`src/common/lc4_pkg.sv`:
```
/*
 * LC4 core shared definitions
 * Widths, opcodes and sub-opcodes, stall codes, ALU operations,
 * the instruction word views and the pipeline register structs
 */
package lc4_pkg;

   localparam int WORD_W    = 16;
   localparam int REG_SEL_W = 3;
   localparam int NUM_REGS  = 8;

   localparam logic [WORD_W-1:0] RESET_PC = 16'h8200;

   localparam logic [3:0] OP_BR    = 4'b0000;
   localparam logic [3:0] OP_ARITH = 4'b0001;
   localparam logic [3:0] OP_LOGIC = 4'b0101;
   localparam logic [3:0] OP_LDR   = 4'b0110;
   localparam logic [3:0] OP_STR   = 4'b0111;
   localparam logic [3:0] OP_CONST = 4'b1001;

   // Bits [5:3] of the register-register forms
   localparam logic [2:0] SUBOP_ADD = 3'b000;
   localparam logic [2:0] SUBOP_SUB = 3'b010;
   localparam logic [2:0] SUBOP_AND = 3'b000;
   localparam logic [2:0] SUBOP_OR  = 3'b010;
   localparam logic [2:0] SUBOP_XOR = 3'b011;

   typedef logic [WORD_W-1:0]    word_t;
   typedef logic [REG_SEL_W-1:0] reg_sel_t;
   typedef logic [2:0]           nzp_t;     // {n, z, p}

   typedef enum logic [1:0] {
      STALL_NONE     = 2'd0,
      STALL_FLUSH    = 2'd2,  // Flushed slot, also the reset value
      STALL_LOAD_USE = 2'd3
   } stall_e;

   typedef enum logic [2:0] {
      ALU_ADD,
      ALU_SUB,
      ALU_AND,
      ALU_OR,
      ALU_XOR,
      ALU_PASS_B
   } alu_op_e;

   typedef union packed {
      struct packed {
         logic [3:0] opcode;
         reg_sel_t   rd;
         reg_sel_t   rs;
         logic [2:0] subop;
         reg_sel_t   rt;
      } rrr;
      struct packed {
         logic [3:0] opcode;
         reg_sel_t   rd;
         reg_sel_t   rs;
         logic [5:0] imm6;    // Bit 5 selects ADD-immediate in OP_ARITH
      } rri;
      struct packed {
         logic [3:0] opcode;
         logic [2:0] nzp_rd;  // NZP mask for BR, rd for CONST
         logic [8:0] imm9;
      } ri9;
   } insn_u;

   typedef struct packed {
      logic     regfile_we;
      reg_sel_t wsel;
      reg_sel_t r1sel;
      logic     r1_re;
      reg_sel_t r2sel;
      logic     r2_re;
      logic     nzp_we;
      logic     is_load;
      logic     is_store;
      logic     is_branch;
      alu_op_e  alu_op;
      logic     use_imm;
      word_t    imm;        // Already sign extended
   } ctrl_t;

   typedef struct packed {
      word_t  pc;
      insn_u  insn;
      stall_e stall;
   } d_reg_t;

   typedef struct packed {
      word_t  pc;
      insn_u  insn;
      stall_e stall;
      ctrl_t  ctrl;
      word_t  r1data;
      word_t  r2data;
   } x_reg_t;

   typedef struct packed {
      word_t  pc;
      insn_u  insn;
      stall_e stall;
      ctrl_t  ctrl;
      word_t  result;     // ALU output, also the memory address
      word_t  r2data;
      nzp_t   nzp;
   } m_reg_t;

   typedef struct packed {
      word_t    pc;
      insn_u    insn;
      stall_e   stall;
      logic     regfile_we;
      reg_sel_t wsel;
      logic     nzp_we;
      logic     is_load;
      logic     is_store;
      word_t    result;
      word_t    load_data;
      nzp_t     nzp;
   } w_reg_t;

   typedef struct packed {
      logic     we;
      reg_sel_t wsel;
      word_t    wdata;
   } wb_port_t;

   typedef struct packed {
      logic  taken;
      word_t target;
   } redirect_t;

   typedef struct packed {
      stall_e   stall;
      word_t    pc;
      word_t    insn;
      logic     regfile_we;
      reg_sel_t wsel;
      word_t    wdata;
      logic     nzp_we;
      nzp_t     nzp;
   } retire_t;

   // Condition code of a result word
   function automatic nzp_t nzp_of(word_t value);
      if (value[WORD_W-1]) begin
         return 3'b100;
      end
      if (value == '0) begin
         return 3'b010;
      end
      return 3'b001;
   endfunction

endpackage

```
`src/lc4_fetch.sv`:
```
/*
 * Fetch stage
 * PC register, next-PC choice and the decode pipeline register
 */
`timescale 1ns/1ps

module lc4_fetch (
   input  logic                gwe,
   input  logic                i_rst_n,
   input  lc4_pkg::word_t      i_imem_data,
   input  logic                i_load_use,
   input  lc4_pkg::redirect_t  i_redirect,
   output lc4_pkg::word_t      o_imem_addr,
   output lc4_pkg::d_reg_t     o_d
);
   import lc4_pkg::*;

   word_t  pc_q;
   word_t  pc_next;
   d_reg_t d_q;

   // Hold wins, a redirect from execute comes next
   assign pc_next = i_load_use       ? pc_q :
                    i_redirect.taken ? i_redirect.target :
                                       pc_q + WORD_W'(1);

   always_ff @(posedge gwe) begin
      if (!i_rst_n) begin
         pc_q <= RESET_PC;
      end else begin
         pc_q <= pc_next;
      end
   end

   always_ff @(posedge gwe) begin
      if (!i_load_use) begin
         d_q.pc   <= pc_q;
         d_q.insn <= i_imem_data;
      end
      if (!i_rst_n) begin
         d_q.stall <= STALL_FLUSH;
      end else if (!i_load_use) begin
         d_q.stall <= i_redirect.taken ? STALL_FLUSH : STALL_NONE; // Wrong-path slot
      end
   end

   assign o_imem_addr = pc_q;
   assign o_d         = d_q;

   // Loads and branches cannot both sit in execute
   a_no_stall_and_redirect : assert property (
      @(posedge gwe) disable iff (!i_rst_n) !(i_load_use && i_redirect.taken))
      else $error("load-use stall and redirect in the same cycle");

endmodule

```
`src/decode/lc4_decoder.sv`:
```
/*
 * Instruction decoder for the kept LC4 subset
 * Maps an instruction word onto the pipeline control struct
 */
`timescale 1ns/1ps

module lc4_decoder (
   input  lc4_pkg::insn_u  i_insn,
   output lc4_pkg::ctrl_t  o_ctrl
);
   import lc4_pkg::*;

   always_comb begin
      o_ctrl            = '0;
      o_ctrl.alu_op     = ALU_ADD;
      o_ctrl.wsel       = i_insn.rrr.rd;
      o_ctrl.r1sel      = i_insn.rrr.rs;
      o_ctrl.r2sel      = i_insn.rrr.rt;

      case (i_insn.rrr.opcode)
         OP_BR: begin
            o_ctrl.is_branch = 1'b1;
            o_ctrl.imm       = {{(WORD_W-9){i_insn.ri9.imm9[8]}}, i_insn.ri9.imm9};
         end
         OP_ARITH: begin
            if (i_insn.rri.imm6[5]) begin             // ADD with imm5
               o_ctrl.regfile_we = 1'b1;
               o_ctrl.nzp_we     = 1'b1;
               o_ctrl.r1_re      = 1'b1;
               o_ctrl.use_imm    = 1'b1;
               o_ctrl.imm = {{(WORD_W-5){i_insn.rri.imm6[4]}}, i_insn.rri.imm6[4:0]};
            end else if (i_insn.rrr.subop == SUBOP_ADD || i_insn.rrr.subop == SUBOP_SUB) begin
               o_ctrl.regfile_we = 1'b1;
               o_ctrl.nzp_we     = 1'b1;
               o_ctrl.r1_re      = 1'b1;
               o_ctrl.r2_re      = 1'b1;
               o_ctrl.alu_op     = (i_insn.rrr.subop == SUBOP_SUB) ? ALU_SUB : ALU_ADD;
            end
         end
         OP_LOGIC: begin
            if (i_insn.rrr.subop == SUBOP_AND || i_insn.rrr.subop == SUBOP_OR ||
                i_insn.rrr.subop == SUBOP_XOR) begin
               o_ctrl.regfile_we = 1'b1;
               o_ctrl.nzp_we     = 1'b1;
               o_ctrl.r1_re      = 1'b1;
               o_ctrl.r2_re      = 1'b1;
               o_ctrl.alu_op     = (i_insn.rrr.subop == SUBOP_AND) ? ALU_AND :
                                   (i_insn.rrr.subop == SUBOP_OR)  ? ALU_OR  : ALU_XOR;
            end
         end
         OP_LDR, OP_STR: begin
            o_ctrl.r1_re   = 1'b1;                     // Base register
            o_ctrl.use_imm = 1'b1;
            o_ctrl.imm     = {{(WORD_W-6){i_insn.rri.imm6[5]}}, i_insn.rri.imm6};
            if (i_insn.rri.opcode == OP_LDR) begin
               o_ctrl.regfile_we = 1'b1;
               o_ctrl.nzp_we     = 1'b1;
               o_ctrl.is_load    = 1'b1;
            end else begin
               o_ctrl.is_store = 1'b1;
               o_ctrl.r2_re    = 1'b1;
               o_ctrl.r2sel    = i_insn.rri.rd;          // Store data register
            end
         end
         OP_CONST: begin
            o_ctrl.regfile_we = 1'b1;
            o_ctrl.nzp_we     = 1'b1;
            o_ctrl.use_imm    = 1'b1;
            o_ctrl.alu_op     = ALU_PASS_B;
            o_ctrl.imm        = {{(WORD_W-9){i_insn.ri9.imm9[8]}}, i_insn.ri9.imm9};
         end
         default: ;                                   // Retires with no effect
      endcase
   end

endmodule

```
`src/decode/lc4_regfile.sv`:
```
/*
 * Eight-entry register file
 * Two read ports, one write port, write-through to the reads
 */
`timescale 1ns/1ps

module lc4_regfile (
   input  logic               gwe,
   input  logic               i_rst_n,
   input  lc4_pkg::reg_sel_t  i_r1sel,
   input  lc4_pkg::reg_sel_t  i_r2sel,
   input  lc4_pkg::wb_port_t  i_wb,
   output lc4_pkg::word_t     o_r1data,
   output lc4_pkg::word_t     o_r2data
);
   import lc4_pkg::*;

   word_t regs_q [NUM_REGS];

   always_ff @(posedge gwe) begin
      if (!i_rst_n) begin
         for (int i = 0; i < NUM_REGS; i++) begin
            regs_q[i] <= '0;
         end
      end else if (i_wb.we) begin
         regs_q[i_wb.wsel] <= i_wb.wdata;
      end
   end

   // Writeback in W shows through to the decode read
   assign o_r1data = (i_wb.we && (i_wb.wsel == i_r1sel)) ? i_wb.wdata : regs_q[i_r1sel];
   assign o_r2data = (i_wb.we && (i_wb.wsel == i_r2sel)) ? i_wb.wdata : regs_q[i_r2sel];

   a_wsel_known : assert property (
      @(posedge gwe) disable iff (!i_rst_n) i_wb.we |-> !$isunknown(i_wb.wsel))
      else $error("register write with unknown wsel");

endmodule

```
`src/decode/lc4_decode_stage.sv`:
```
/*
 * Decode stage
 * Load-to-use hazard check and the execute pipeline register
 */
`timescale 1ns/1ps

module lc4_decode_stage (
   input  logic                gwe,
   input  logic                i_rst_n,
   input  lc4_pkg::d_reg_t     i_d,
   input  lc4_pkg::wb_port_t   i_wb,
   input  lc4_pkg::redirect_t  i_redirect,
   output logic                o_load_use,
   output lc4_pkg::x_reg_t     o_x
);
   import lc4_pkg::*;

   ctrl_t  ctrl;
   word_t  r1data;
   word_t  r2data;
   x_reg_t x_q;
   logic   x_load;
   logic   dep_hit;

   lc4_decoder i_lc4_decoder (
      .i_insn (i_d.insn),
      .o_ctrl (ctrl)
   );

   lc4_regfile i_lc4_regfile (
      .gwe      (gwe),
      .i_rst_n  (i_rst_n),
      .i_r1sel  (ctrl.r1sel),
      .i_r2sel  (ctrl.r2sel),
      .i_wb     (i_wb),
      .o_r1data (r1data),
      .o_r2data (r2data)
   );

   assign x_load  = (x_q.stall == STALL_NONE) && x_q.ctrl.is_load;

   // Store data goes through the W-to-M path, so r2 of a store never stalls
   assign dep_hit = (ctrl.r1_re && (ctrl.r1sel == x_q.ctrl.wsel)) ||
                    (ctrl.r2_re && !ctrl.is_store && (ctrl.r2sel == x_q.ctrl.wsel)) ||
                    ctrl.is_branch;                 // Branch waits for the load's NZP

   assign o_load_use = (i_d.stall == STALL_NONE) && x_load && dep_hit;

   always_ff @(posedge gwe) begin
      x_q.pc     <= i_d.pc;
      x_q.insn   <= i_d.insn;
      x_q.ctrl   <= ctrl;
      x_q.r1data <= r1data;
      x_q.r2data <= r2data;
      if (!i_rst_n) begin
         x_q.stall <= STALL_FLUSH;
      end else if (i_redirect.taken) begin
         x_q.stall <= STALL_FLUSH;
      end else if (o_load_use) begin
         x_q.stall <= STALL_LOAD_USE;                // Bubble, D holds
      end else begin
         x_q.stall <= i_d.stall;
      end
   end

   assign o_x = x_q;

endmodule

```
`src/execute/lc4_execute.sv`:
```
/*
 * Execute stage
 * Operand bypass, ALU and NZP, branch resolution,
 * and the memory pipeline register
 */
`timescale 1ns/1ps

module lc4_execute (
   input  logic                gwe,
   input  logic                i_rst_n,
   input  lc4_pkg::x_reg_t     i_x,
   input  lc4_pkg::wb_port_t   i_wb,
   input  lc4_pkg::nzp_t       i_nzp_cur,
   output lc4_pkg::redirect_t  o_redirect,
   output lc4_pkg::m_reg_t     o_m
);
   import lc4_pkg::*;

   m_reg_t m_q;
   logic   x_valid;
   logic   m_valid;
   logic   m_fwd;
   logic   m_nzp_fwd;
   word_t  op_a;
   word_t  op_b_reg;
   word_t  op_b;
   word_t  alu_res;
   nzp_t   br_nzp;

   assign x_valid   = (i_x.stall == STALL_NONE);
   assign m_valid   = (m_q.stall == STALL_NONE);
   assign m_fwd     = m_valid && m_q.ctrl.regfile_we && !m_q.ctrl.is_load;
   assign m_nzp_fwd = m_valid && m_q.ctrl.nzp_we && !m_q.ctrl.is_load;

   // M first, then W, then the value read in decode
   function automatic word_t fwd_operand(reg_sel_t sel, word_t decoded);
      if (m_fwd && (m_q.ctrl.wsel == sel)) begin
         return m_q.result;
      end
      if (i_wb.we && (i_wb.wsel == sel)) begin
         return i_wb.wdata;
      end
      return decoded;
   endfunction

   always_comb begin
      op_a     = fwd_operand(i_x.ctrl.r1sel, i_x.r1data);
      op_b_reg = fwd_operand(i_x.ctrl.r2sel, i_x.r2data);
   end

   assign op_b = i_x.ctrl.use_imm ? i_x.ctrl.imm : op_b_reg;

   always_comb begin
      case (i_x.ctrl.alu_op)
         ALU_ADD: alu_res = op_a + op_b;            // Also LDR/STR address
         ALU_SUB: alu_res = op_a - op_b;
         ALU_AND: alu_res = op_a & op_b;
         ALU_OR:  alu_res = op_a | op_b;
         ALU_XOR: alu_res = op_a ^ op_b;
         default: alu_res = op_b;
      endcase
   end

   // A load in M never meets a branch here, the stall keeps them apart
   assign br_nzp = m_nzp_fwd ? m_q.nzp : i_nzp_cur;

   assign o_redirect.taken  = x_valid && i_x.ctrl.is_branch &&
                              (|(i_x.insn.ri9.nzp_rd & br_nzp));
   assign o_redirect.target = i_x.pc + WORD_W'(1) + i_x.ctrl.imm;

   always_ff @(posedge gwe) begin
      m_q.pc     <= i_x.pc;
      m_q.insn   <= i_x.insn;
      m_q.ctrl   <= i_x.ctrl;
      m_q.result <= alu_res;
      m_q.r2data <= op_b_reg;                      // Bypassed store data
      m_q.nzp    <= nzp_of(alu_res);
      if (!i_rst_n) begin
         m_q.stall <= STALL_FLUSH;
      end else begin
         m_q.stall <= i_x.stall;
      end
   end

   assign o_m = m_q;

endmodule

```
`src/lc4_writeback.sv`:
```
/*
 * Memory and writeback stages
 * Data memory drive, W register, writeback select,
 * NZP register and the retirement record
 */
`timescale 1ns/1ps

module lc4_writeback (
   input  logic               gwe,
   input  logic               i_rst_n,
   input  lc4_pkg::m_reg_t    i_m,
   input  lc4_pkg::word_t     i_dmem_rdata,
   output lc4_pkg::word_t     o_dmem_addr,
   output lc4_pkg::word_t     o_dmem_wdata,
   output logic               o_dmem_we,
   output lc4_pkg::wb_port_t  o_wb,
   output lc4_pkg::nzp_t      o_nzp_cur,
   output lc4_pkg::retire_t   o_retire
);
   import lc4_pkg::*;

   w_reg_t w_q;
   nzp_t   nzp_q;
   logic   w_valid;
   word_t  wdata;
   nzp_t   w_nzp;

   assign w_valid = (w_q.stall == STALL_NONE);
   assign wdata   = w_q.is_load ? w_q.load_data : w_q.result;
   assign w_nzp   = w_q.is_load ? nzp_of(w_q.load_data) : w_q.nzp;

   assign o_dmem_addr  = i_m.result;
   assign o_dmem_we    = (i_m.stall == STALL_NONE) && i_m.ctrl.is_store;
   // W-to-M bypass covers a store right behind a load
   assign o_dmem_wdata = (o_wb.we && (o_wb.wsel == i_m.ctrl.r2sel)) ? wdata : i_m.r2data;

   always_ff @(posedge gwe) begin
      w_q.pc         <= i_m.pc;
      w_q.insn       <= i_m.insn;
      w_q.regfile_we <= i_m.ctrl.regfile_we;
      w_q.wsel       <= i_m.ctrl.wsel;
      w_q.nzp_we     <= i_m.ctrl.nzp_we;
      w_q.is_load    <= i_m.ctrl.is_load;
      w_q.result     <= i_m.result;
      w_q.load_data  <= i_dmem_rdata;
      w_q.nzp        <= i_m.nzp;
      if (!i_rst_n) begin
         w_q.stall <= STALL_FLUSH;
         nzp_q     <= '0;
      end else begin
         w_q.stall <= i_m.stall;
         if (w_valid && w_q.nzp_we) begin
            nzp_q <= w_nzp;
         end
      end
   end

   assign o_wb.we    = w_valid && w_q.regfile_we;
   assign o_wb.wsel  = w_q.wsel;
   assign o_wb.wdata = wdata;

   assign o_nzp_cur = (w_valid && w_q.nzp_we) ? w_nzp : nzp_q; // Bypass the NZP register

   assign o_retire.stall      = w_q.stall;
   assign o_retire.pc         = w_q.pc;
   assign o_retire.insn       = w_q.insn;
   assign o_retire.regfile_we = w_q.regfile_we;
   assign o_retire.wsel       = w_q.wsel;
   assign o_retire.wdata      = wdata;
   assign o_retire.nzp_we     = w_q.nzp_we;
   assign o_retire.nzp        = w_nzp;

   // Only an STR opcode in M may write data memory
   a_dmem_we_store : assert property (
      @(posedge gwe) disable iff (!i_rst_n)
      o_dmem_we |-> (i_m.insn.rri.opcode == OP_STR))
      else $error("data memory write from a non-store instruction");

endmodule

```
`src/lc4_core.sv`:
```
/*
 * LC4 five-stage pipelined core
 * Top level wiring of fetch, decode, execute and memory/writeback
 */
`timescale 1ns/1ps

module lc4_core (
   input  logic              gwe,
   input  logic              i_rst_n,
   output lc4_pkg::word_t    o_imem_addr,
   input  lc4_pkg::word_t    i_imem_data,
   output lc4_pkg::word_t    o_dmem_addr,
   output logic              o_dmem_we,
   output lc4_pkg::word_t    o_dmem_wdata,
   input  lc4_pkg::word_t    i_dmem_rdata,
   output lc4_pkg::retire_t  o_retire
);
   import lc4_pkg::*;

   d_reg_t    d;
   x_reg_t    x;
   m_reg_t    m;
   redirect_t redirect;
   wb_port_t  wb;
   nzp_t      nzp_cur;
   logic      load_use;

   lc4_fetch i_lc4_fetch (
      .gwe         (gwe),
      .i_rst_n     (i_rst_n),
      .i_imem_data (i_imem_data),
      .i_load_use  (load_use),
      .i_redirect  (redirect),
      .o_imem_addr (o_imem_addr),
      .o_d         (d)
   );

   lc4_decode_stage i_lc4_decode_stage (
      .gwe        (gwe),
      .i_rst_n    (i_rst_n),
      .i_d        (d),
      .i_wb       (wb),
      .i_redirect (redirect),
      .o_load_use (load_use),
      .o_x        (x)
   );

   lc4_execute i_lc4_execute (
      .gwe        (gwe),
      .i_rst_n    (i_rst_n),
      .i_x        (x),
      .i_wb       (wb),
      .i_nzp_cur  (nzp_cur),
      .o_redirect (redirect),
      .o_m        (m)
   );

   lc4_writeback i_lc4_writeback (
      .gwe          (gwe),
      .i_rst_n      (i_rst_n),
      .i_m          (m),
      .i_dmem_rdata (i_dmem_rdata),
      .o_dmem_addr  (o_dmem_addr),
      .o_dmem_wdata (o_dmem_wdata),
      .o_dmem_we    (o_dmem_we),
      .o_wb         (wb),
      .o_nzp_cur    (nzp_cur),
      .o_retire     (o_retire)
   );

endmodule

```
`config.mk`:
```
export PLATFORM = sky130hd
export DESIGN_NAME = lc4_core
export DESIGN_NICKNAME = d
export VERILOG_FILES = /design/src/common/lc4_pkg.sv /design/src/lc4_fetch.sv /design/src/decode/lc4_decoder.sv /design/src/decode/lc4_regfile.sv /design/src/decode/lc4_decode_stage.sv /design/src/execute/lc4_execute.sv /design/src/lc4_writeback.sv /design/src/lc4_core.sv
export SDC_FILE = /design/constraint.sdc
export NUM_CORES = 1
export LEC_CHECK = 0
export BUFFER_PORTS_ARGS = -buffer_cell sky130_fd_sc_hd__buf_2
export CAP_MARGIN = 20
export CORE_ASPECT_RATIO = 0.7
export CORE_UTILIZATION = 35
export DETAILED_ROUTE_END_ITERATION = 6
export GPL_ROUTABILITY_DRIVEN = 0
export PLACE_DENSITY = 0.57
export REMOVE_ABC_BUFFERS = 1
export SYNTH_ARGS = -nofsm -noshare
export SYNTH_HDL_FRONTEND = slang
export SYNTH_SLANG_ARGS = --single-unit
```
`constraint.sdc`:
```
create_clock -name gwe -period 6 [get_ports gwe]
set_input_delay 1.2 -clock gwe [delete_from_list [all_inputs] [get_ports gwe]]
set_output_delay 1.2 -clock gwe [all_outputs]
set_load 0.005 [all_outputs]
```
==> results of run 1 <==
## cell families (layout without fill, tap and decap cells)
kind of cell	Yosys count	in the layout	share of synthesized area [%]
buffers and inverters	255	352	6.22
muxes	95	95	6.95
and+or+nand+nor	705	705	16.4
other	0	2	0
AOI/OAI and AO/OA	380	380	12.9
xor gates and xnor gates	56	56	2.51
DFF	415	415	50.7
adders and majority gates	67	67	4.37
## layer usage
metal,share of wire (%),routed length [µm]
met3,11,6490
met5,0.022,13
met4,1.8,1070
met1,47,27800
met2,41,24200
## cells in the final DEF, fill, tap and decap left out, drive strengths merged, types with 7 or more instances in the layout
cell / count
o21a: 40
nand2: 261
a211oi: 14
a31oi: 26
nor3: 18
o221a: 7
mux2i: 57
a311oi: 19
edfxtp: 160
or2: 8
nor2: 236
clkbuf: 55
nor2b: 16
dfxtp: 255
and2: 11
nand4: 13
nand3: 53
buf: 196
mux4: 32
o21ai: 84
ha: 65
nor4: 14
o22ai: 17
nand2b: 15
and3: 25
inv: 82
a21o: 15
clkinv: 11
xor2: 14
nor3b: 7
a21oi: 94
xnor2: 42
o211ai: 8
## power breakdown
part / leakage, nW / internal, mW / switching [mW] / total (mW)
combinational: 4.66 / 0.566 / 0.985 / 1.55
sequential: 3.80 / 3.16 / 0.213 / 3.37
clock: 0.707 / 1.64 / 1.15 / 2.79
## state kept, by name, indices dropped and copies added, names as in the netlist, named ones only
name                                     cells
i_lc4_writeback.nzp_q                        3
i_lc4_writeback.o_retire                    35
i_lc4_writeback.w_q                         36
i_lc4_decode_stage.i_lc4_regfile.regs_q    128
i_lc4_execute.o_m                           75
i_lc4_decode_stage.o_x                      86
i_lc4_fetch.o_d                             33
i_lc4_fetch.o_imem_addr                     16
## how the worst max path moves through the flow
stage                                       startpoint                              end  slack (ns)  depth (start not counted)
detailed placement  i_lc4_decode_stage.o_x[57]$_DFF_P_  i_lc4_execute.o_m[2]$_SDFF_PP1_        0.64                         19
floorplan                i_lc4_fetch.o_d[17]$_DFFE_PN_                             flop       -0.40                          9
CTS                 i_lc4_decode_stage.o_x[57]$_DFF_P_  i_lc4_execute.o_m[2]$_SDFF_PP1_        0.62                         19
global route        i_lc4_decode_stage.o_x[57]$_DFF_P_  i_lc4_execute.o_m[1]$_SDFF_PP0_        0.15                         19
global placement    i_lc4_decode_stage.o_x[57]$_DFF_P_  i_lc4_execute.o_m[2]$_SDFF_PP1_        0.94                         19
finish              i_lc4_decode_stage.o_x[57]$_DFF_P_    i_lc4_execute.o_m[34]$_DFF_P_        0.57                         19
## area by class of cell
cell class	instances	area [µm²]
antenna	2	5.00
timing repair buffer	196	1120
clock inverter	22	282
tap	740	926
fill	5359	33000
inverter	79	297
sequential	415	9910
multi-input combinational	1303	8480
clock buffer	55	1170
## through the flow
step           hold WS [ns]  cells  util (%)
3_3_place_gp          0.311   2733      37.5
2_1_floorplan         0.310   1797         -
5_1_grt               0.335   2811      40.2
6_report              0.323   2812      40.2
3_5_place_dp          0.312   2733      37.5
4_1_cts               0.328   2810      40.2
==> reports/qor.yml, run 1 <==
grt:
  grt_max_degree: 66
  grt_use_met3_pct: 5.74
  grt_usage_pct: 20.7
  grt_overflow_total: 0
  antenna_found_initial: 3
  grt_pass1_wl_um: 88500
  grt_most_used_layer: "met1"
  use_met2_pct: 29.6
  grtUsageMet1_pct: 30.5
  grt_pass1_vias: 14200
yosys:
  synth_most_common_cell: "nand2_1"
  synth_flop_cell: "dfxtp_1"
  async_flop_share_pct: 0
  avgSynthCellArea_um2: 9.91
  netlist_instances: 1973
  synth_top_area_share_pct: 26.1
  seq_area_frac_synth_pct: 50.7
  synth_edf_count: 160
  synth_area_leaders: "dfxtp_1 26%, edfxtp_1 25%, nand2_1 5.0%"
  synth_top_cell_by_area: "dfxtp_1"
  netlist_area_um2: 19500
  ys_warn_count: 0
  synth_seq_cells: 415
  synthDistinctLibCells: 84
  yosys-top-cells-count: "261 x nand2_1, 255 x dfxtp_1, 236 x nor2_1, 160 x edfxtp_1, 96 x clkbuf_1"
min_path:
  hold_depth: 0
  holdPathEnd: "i_lc4_execute.o_m[87]$_DFF_P_"
  hp-class: "flop to flop"
  hold_start: "i_lc4_decode_stage.o_x[84]$_DFF_P_"
layout:
  drive_gt1_share_pct: 16.3
  design_area_um2: 22200
  layout.nets: 2138
  syn2layout_area_growth_pct: 13.5
routing:
  antenna_left: 0
  vias: 15100
  drt_iter0_drc: 1478
  drcViolationCount: 0
  drt-vias-per-instance: 5.36
  wl_um: 59500
  wl_per_cell_um: 21.2
  firstDrtPassIters: 6
clock_network:
  clock_latency_ns: 0.56
  path_clk_slew_ns: 0.07
  hold_buffers: 0
  postCtsResizedCells: 0
  cts_tree: "yes"
  h-tree-depth: 2
  cts_setup_buffers: 0
  clockRootBuffer: "clkbuf_16"
  numCtsBuffers: 42
  clockBufferDepth: 3
  cts.sinks: 415
timing:
  finalHoldViolCount: 0
  fin_setup_tns_ns: 0
  finalCriticalPeriod_ns: 5.43
  grt_setup_unrepaired: "no"
  finalCritPeriodShare_pct: 90.5
  fin_ws_ns: 0.572
  finClkSkew_ns: 0.0162
  relSlewSlack_pct: 26.6
  fmax_mhz: 184
  tightestPinTransition_ns: 1.10
  setup_violations: 0
  maxSlewViolCount: 0
worst_setup_path:
  path_max_fanout: 11
  crit_arrival_ns: 5.82
  critPathLaunchType: "flop"
  worstReg2RegStart: "i_lc4_decode_stage.o_x[57]$_DFF_P_"
  crit_family: "simple AND/OR/NAND/NOR gates"
  cpPeakStageDelay_ns: 0.59
  cp_cell_sequence: "xnor2_1 > and4_1 > buf_4 > mux2i_1 > o221a_2 > nor3b_2 > nand2_1 > o21ai_0 > xnor2_1 > ha_1 > a211o_1 > nor3_1 > and3_1 > o41a_1 > o21a_1 > o21ai_0 > nor4_1 > nand4bb_1 > nand2b_1"
  r2r_cells: 19
  crit_type: "flop to flop"
  reg2reg_to: "i_lc4_execute.o_m[34]$_DFF_P_"
  required_ns: 6.40
  reg2reg_setup_slack_ns: 0.57
  slowest_stage: "and4_1"
  crit_path_end_kind: "flop"
  crit_buf_inv: 1
power_and_ir_drop:
  power_mw: 7.72
  p_per_area_nw_per_um2: 348
  vdd_ir_drop_max_v: 0.000194
  leakage_nw: 9.16
floorplanning:
  initial_core_util_pct: 35.4
  io_pins: 141
  fp-row-count: 72
  die-width_um: 284
  fp.dieH_um: 200
  design.die.area_um2: 56800
  core_um2: 55200
place:
  placed_area_um2: 20700
  place_ws_ns: 0.645
  io_buffers: 140
  dp_hpwl_um: 42000
run:
  maxCapViolCount: 0
run_status:
  status: "finished clean"
Power figures use the tool's default switching activity.
==> run 2, diff against run 1 <==
--- a/config.mk
+++ b/config.mk
@@ -5,6 +5,7 @@
 export SDC_FILE = /design/constraint.sdc
 export NUM_CORES = 1
 export LEC_CHECK = 0
+export ABC_AREA = 1
 export BUFFER_PORTS_ARGS = -buffer_cell sky130_fd_sc_hd__buf_2
 export CAP_MARGIN = 20
 export CORE_ASPECT_RATIO = 0.7
@@ -13,6 +14,7 @@
 export GPL_ROUTABILITY_DRIVEN = 0
 export PLACE_DENSITY = 0.57
 export REMOVE_ABC_BUFFERS = 1
+export SLEW_MARGIN = 20
 export SYNTH_ARGS = -nofsm -noshare
 export SYNTH_HDL_FRONTEND = slang
 export SYNTH_SLANG_ARGS = --single-unit
==> run 2 against run 1 <==
  * The flow now finishes with violations (DRC)
  * Register-to-register slack improved by 0.45 ns
  * Largest power group unchanged
  * Clock power grew 4%
  * Final cell count is 10% higher
  * Worst hold slack got worse by 0.0015 ns
  * Sequential cell count unchanged
  * Die area grew 0.92%
  * Utilization fell by 0.30 points
  * Largest cell class unchanged
  * Synthesized cell count up 16%
  * Total power increased by 1.6%
==> reports/qor.yml, run 2 <==
worst_setup_path:
  r2r_cells: 32
  cpPeakStageDelay_ns: 0.58
  crit_end: "i_lc4_execute.o_m[1]$_SDFF_PP0_"
  crit_arrival_ns: 5.48
  crit_start: "i_lc4_writeback.w_q[36]$_DFF_P_"
  reg2reg_setup_slack_ns: 1.03
  crit_top_cell: "nand2_1"
  required_ns: 6.50
  critPathLaunchType: "flop"
  crit_path_end_kind: "flop"
  crit_type: "flop to flop"
  worstReg2RegStart: "i_lc4_writeback.w_q[36]$_DFF_P_"
  reg2reg_to: "i_lc4_execute.o_m[1]$_SDFF_PP0_"
  slowest_stage: "dfxtp_1"
  path_max_fanout: 20
floorplanning:
  initial_core_util_pct: 35.6
  fp.dieH_um: 201
  core_um2: 55500
  design.die.area_um2: 57300
  io_pins: 141
  fp-row-count: 72
  die-width_um: 286
grt:
  grt_pass1_vias: 15300
  antenna_found_initial: 2
  grt_pass1_wl_um: 92800
  grt_max_degree: 66
  grt_usage_pct: 21.2
  grt_overflow_total: 0
layout:
  final_common_cell: "nand2_1"
  stdcell_count: 3096
  layout.nets: 2423
  largest_reg_flops: 128
  syn2layout_area_growth_pct: 12.2
  largest-register: "i_lc4_decode_stage.i_lc4_regfile.regs_q"
  drive_gt1_share_pct: 14.3
  most-common-layout-cells: "343 x nand2_1, 307 x nor2_1, 254 x dfxtp_1, 243 x o21ai_0, 225 x inv_1"
power_and_ir_drop:
  vdd_ir_drop_max_v: 0.000206
  p_comb_share_pct: 20.4
  sequentialPowerShare_pct: 42.7
  p_int_mw: 5.35
  p_per_area_nw_per_um2: 354
  leakage_nw: 10.0
  pwr-share-clk_pct: 36.8
  power_mw: 7.84
  switchingPower_mw: 2.49
  sw_frac_of_total_pct: 31.8
clock_network:
  clock_latency_ns: 0.59
  clockBufferDepth: 3
  hold_buffers: 0
  numCtsBuffers: 41
  clockRootBuffer: "clkbuf_16"
  cts_tree: "yes"
  cts.sinks: 415
  path_clk_slew_ns: 0.07
  postCtsResizedCells: 0
  h-tree-depth: 2
  cts_setup_buffers: 0
yosys:
  synth_edf_count: 160
  synth_most_common_cell: "nand2_1"
  synthDistinctLibCells: 58
  ys_warn_count: 0
  synth_top_area_share_pct: 25.9
  async_flop_share_pct: 0
  synth_seq_cells: 415
  seq_area_frac_synth_pct: 50.2
  netlist_instances: 2290
  synth_top_cell_by_area: "dfxtp_1"
  synth_flop_cell: "dfxtp_1"
  yosys-top-cells-count: "345 x nand2_1, 307 x nor2_1, 255 x dfxtp_1, 243 x o21ai_0, 226 x inv_1"
  netlist_area_um2: 19700
  synth_area_leaders: "dfxtp_1 26%, edfxtp_1 24%, nand2_1 6.6%"
  avgSynthCellArea_um2: 8.62
routing:
  drcViolationCount: 2
  antenna_left: 0
  drt_iter0_drc: 1918
  wl_per_cell_um: 20.0
  drt-vias-per-instance: 5.33
  firstDrtPassIters: 7
  wl_um: 62000
  vias: 16500
timing:
  tightestPinTransition_ns: 1.19
  grt_setup_unrepaired: "no"
  setup_violations: 0
  fmax_mhz: 201
  finalCritPeriodShare_pct: 82.9
  finClkSkew_ns: 0.0319
  finalHoldViolCount: 0
  finalCriticalPeriod_ns: 4.97
  maxSlewViolCount: 0
  relSlewSlack_pct: 20.4
min_path:
  hp-class: "flop to flop"
run:
  maxCapViolCount: 0
run_status:
  violations: "DRC"
  status: "finished, violations left"
place:
  dp_hpwl_um: 43000
  placedCellCount: 3019
  io_buffers: 140
[run 2: cell types whose count changed after synthesis, moves of 22 or more]
cell / delta
nand2_1: +84
and3_1: -25
mux4_2: -32
nand2_2: +26
a21oi_1: -33
inv_1: +152
nand3_1: +58
o211ai_1: +29
o21a_1: -29
xor2_1: +22
nor2_1: +71
mux2i_1: -56
xnor2_1: -25
o21ai_0: +163
[run 2: cells by family after synthesis]
logic type	count (synthesis)	share of synthesized area, %
xor gates and xnor gates	54	2.44
buffers and inverters	409	9.34
DFF	415	50.2
and+or+nand+nor	886	20.0
AOI/OAI and AO/OA	458	13.6
muxes	1	0.0507
adders and majority gates	67	4.33
[run 2: critical path, delay by kind of cell (launching register included)]
family,cells,cell delay (ns)
and+or+nand+nor,21,2.17
buffers and inverters,6,0.86
adders and majority gates,2,0.70
DFF,1,0.58
AOI/OAI and AO/OA,3,0.55
[run 2: through the flow]
stage | TNS, ns | hold slack, ns | area (µm²) | setup WS (ns) | util [%]
after floorplan | -1.45 | 0.310 | 18800 | -0.204 | -
after global placement | 0 | 0.312 | 20600 | 1.28 | 37.1
after detailed placement | 0 | 0.312 | 20600 | 1.19 | 37.1
after CTS | 0 | 0.325 | 22100 | 1.13 | 39.9
after global routing | 0 | 0.332 | 22100 | 0.455 | 39.9
final | 0 | 0.322 | 22100 | 1.03 | 39.9
[run 2: layout make-up]
cell class                 count  area (µm²)
multi-input combinational   1466        8020
antenna                        1        2.50
tap                          740         926
clock inverter                26         327
clock buffer                  50        1200
fill                        5541       33400
inverter                     238         901
timing repair buffer         160         851
sequential                   415        9910
[run 2: per-layer routing]
layer	wire [µm]	GRT usage, %
met1	28900	32.8
met3	7550	5.56
met2	23900	28.1
met5	0	0
met4	1640	6.63
[run 2: worst min-delay path by stage]
stage / start / endpoint / cells past startpoint
2_1_floorplan: i_lc4_decode_stage.o_x[53]$_DFF_P_ / i_lc4_execute.o_m[56]$_DFF_P_ / 0
3_3_place_gp: i_lc4_execute.o_m[103]$_DFF_P_ / i_lc4_writeback.o_retire[54]$_DFF_P_ / 0
3_5_place_dp: i_lc4_execute.o_m[87]$_DFF_P_ / i_lc4_writeback.o_retire[38]$_DFF_P_ / 0
4_1_cts: i_lc4_execute.o_m[86]$_DFF_P_ / i_lc4_writeback.o_retire[37]$_DFF_P_ / 0
5_1_grt: i_lc4_execute.o_m[86]$_DFF_P_ / i_lc4_writeback.o_retire[37]$_DFF_P_ / 0
6_report: i_lc4_execute.o_m[86]$_DFF_P_ / i_lc4_writeback.o_retire[37]$_DFF_P_ / 0
[run 2: power by group through the flow]
stage | Combinational [mW] | Clock, mW | Sequential [mW]
2_1_floorplan | 0.925 | 0 | 3.34
3_3_place_gp | 1.54 | 0 | 3.41
3_5_place_dp | 1.56 | 0 | 3.41
4_1_cts | 1.57 | 2.94 | 3.35
5_1_grt | 1.75 | 3.05 | 3.37
6_report | 1.60 | 2.89 | 3.35
==> run 3, diff against run 2 <==
--- a/config.mk
+++ b/config.mk
@@ -12,7 +12,7 @@
 export CORE_UTILIZATION = 35
 export DETAILED_ROUTE_END_ITERATION = 6
 export GPL_ROUTABILITY_DRIVEN = 0
-export PLACE_DENSITY = 0.57
+export PLACE_DENSITY = 0.59
 export REMOVE_ABC_BUFFERS = 1
 export SLEW_MARGIN = 20
 export SYNTH_ARGS = -nofsm -noshare
==> constraint.sdc (replaced) <==
create_clock -name gwe -period 4.1 [get_ports gwe]
set_input_delay 0.82 -clock gwe [delete_from_list [all_inputs] [get_ports gwe]]
set_output_delay 0.82 -clock gwe [all_outputs]
set_load 0.005 [all_outputs]
==> run 3 against run 2 <==
  * The run ends with setup timing left
  * Die area stayed put
  * Via count is 3.5% higher
  * Register-to-register slack worse by 1.0 ns
  * Clock-buffer cell count is 7 higher
  * Sequential share of layout area is 2.7 points lower
  * First-iteration DRC count is 9.6% higher
  * Combinational power is 85% higher
  * Total power is 53% higher
  * Sequential cell count stayed put
==> reports/qor.yml, run 3 (same netlist as run 2, synthesis figures left out) <==
place:
  placedCellCount: 3143
  dp_hpwl_um: 45500
  place_ws_ns: -0.214
  placed_area_um2: 21600
  io_buffers: 140
worst_setup_path:
  required_ns: 4.63
  crit_type: "flop to flop"
  critPathLaunchType: "flop"
  path_max_fanout: 4
  crit_path_end_kind: "flop"
  slowest_stage: "ha_1"
  cpPeakStageDelay_ns: 0.39
  crit_arrival_ns: 4.64
clock_network:
  cts_tree: "yes"
  numCtsBuffers: 42
  clockRootBuffer: "clkbuf_16"
  clockBufferDepth: 3
  clock_latency_ns: 0.61
  hold_buffers: 0
  path_clk_slew_ns: 0.07
  h-tree-depth: 2
  cts.sinks: 415
power_and_ir_drop:
  leakage_nw: 10.8
  p_per_area_nw_per_um2: 508
  vdd_ir_drop_max_v: 0.000291
  power_mw: 12.0
layout:
  largest-register: "i_lc4_decode_stage.i_lc4_regfile.regs_q"
  drive_gt1_share_pct: 22.2
  multi_input_area_um2: 8310
  n_antenna_cell: 0
  design_area_um2: 23600
  syn2layout_area_growth_pct: 19.6
  num-fill-cells: 5474
  fin_util_pct: 42.5
  layout.nets: 2567
  final_common_cell: "nand2_1"
  most-common-layout-cells: "330 x nand2_1, 295 x nor2_1, 246 x dfxtp_1, 228 x o21ai_0, 218 x inv_1"
  stdcell_count: 3240
  largest_reg_flops: 128
  seqCellArea_um2: 9930
grt:
  grt_overflow_total: 0
  grt_usage_pct: 21.9
  grt_pass1_wl_um: 96500
  grt_pass1_vias: 16300
  antenna_found_initial: 4
  grt_max_degree: 65
timing:
  fin_ws_ns: -0.0113
  finalCritPeriodShare_pct: 100
  hold_slack_ns: 0.313
  finClkSkew_ns: 0.0410
  setup_violations: 1
  fin_setup_tns_ns: -0.0113
  finalCriticalPeriod_ns: 4.11
  maxSlewViolCount: 0
  fmax_mhz: 243
  tightestPinTransition_ns: 0.925
  grt_setup_unrepaired: "yes"
  relSlewSlack_pct: 38.2
  finalHoldViolCount: 0
min_path:
  hp-class: "input pin to flop"
floorplanning:
  fp-row-count: 72
  design.die.area_um2: 57300
  die-width_um: 286
  core_um2: 55500
  initial_core_util_pct: 35.6
  io_pins: 141
  fp.dieH_um: 201
routing:
  drt-vias-per-instance: 5.28
  vias: 17100
  drcViolationCount: 0
  wl_per_cell_um: 19.9
  firstDrtPassIters: 7
  antenna_left: 0
  wl_um: 64400
  drt_iter0_drc: 2102
run:
  maxCapViolCount: 0
run_status:
  status: "finished, violations left"
  violations: "setup timing"
-- run 3: changes by cell type in the layout (fill, tap and decap cells not counted), sizes merged --
cell,delta
buf,+143
bufinv,-4
clkbuf,+7
diode,-1
inv,-1
-- run 3: timing repair --
item | in CTS | in global routing
gates resized for setup | 22 | 97
buffers inserted | 5 | 14
endpoints found under the setup margin | 7 | 8
hold endpoints to repair | 0 | 0
pin swaps | 9 | 42
-- run 3: path summary, 6_finish.rpt --
kind	cells after the start	startpoint	slack, ns	to
max	29	i_lc4_decode_stage.o_x[59]$_DFF_P_	-0.01	i_lc4_execute.o_m[1]$_SDFF_PP0_
min	1	i_dmem_rdata[15]	0.31	i_lc4_writeback.w_q[18]$_DFF_P_
max reg2reg	29	i_lc4_decode_stage.o_x[59]$_DFF_P_	-0.01	i_lc4_execute.o_m[1]$_SDFF_PP0_
min reg2reg	0	i_lc4_decode_stage.o_x[82]$_DFF_P_	0.32	i_lc4_execute.o_m[85]$_DFF_P_
-- run 3: where the power goes --
part / internal [mW] / total (mW) / switching [mW]
clock: 2.35 / 4.14 / 1.78
combinational: 1.11 / 2.96 / 1.86
sequential: 4.63 / 4.88 / 0.254
-- run 3: cell type report --
cell class / count / area share, %
Clock inverter: 21 / 1.02
Tap cell: 740 / 3.92
Sequential cell: 415 / 42.1
Inverter: 238 / 3.84
Clock buffer: 57 / 5.39
Timing Repair Buffer: 303 / 8.48
Multi-Input combinational cell: 1466 / 35.2
-- run 3: critical path, delay by kind of cell, from the launching register on --
| kind | cells | cell delay [ns] |
|---|---|---|
| AOI/OAI and AO/OA | 2 | 0.22 |
| adders and majority gates | 2 | 0.55 |
| and+or+nand+nor | 18 | 2.00 |
| buffers and inverters | 5 | 0.57 |
| xor gates and xnor gates | 2 | 0.33 |
| DFF | 1 | 0.37 |
-- run 3: per-layer routing --
| layer | track usage [%] | vias to the layer above | part of all wire, % |
|---|---|---|---|
| met2 | 29.5 | 885 | 39 |
| met1 | 33.4 | 8153 | 46 |
| met3 | 5.88 | 128 | 12 |
| li1 | - | 7928 | - |
| met4 | 7.07 | 2 | 3.0 |
| met5 | 0 | - | 0.020 |
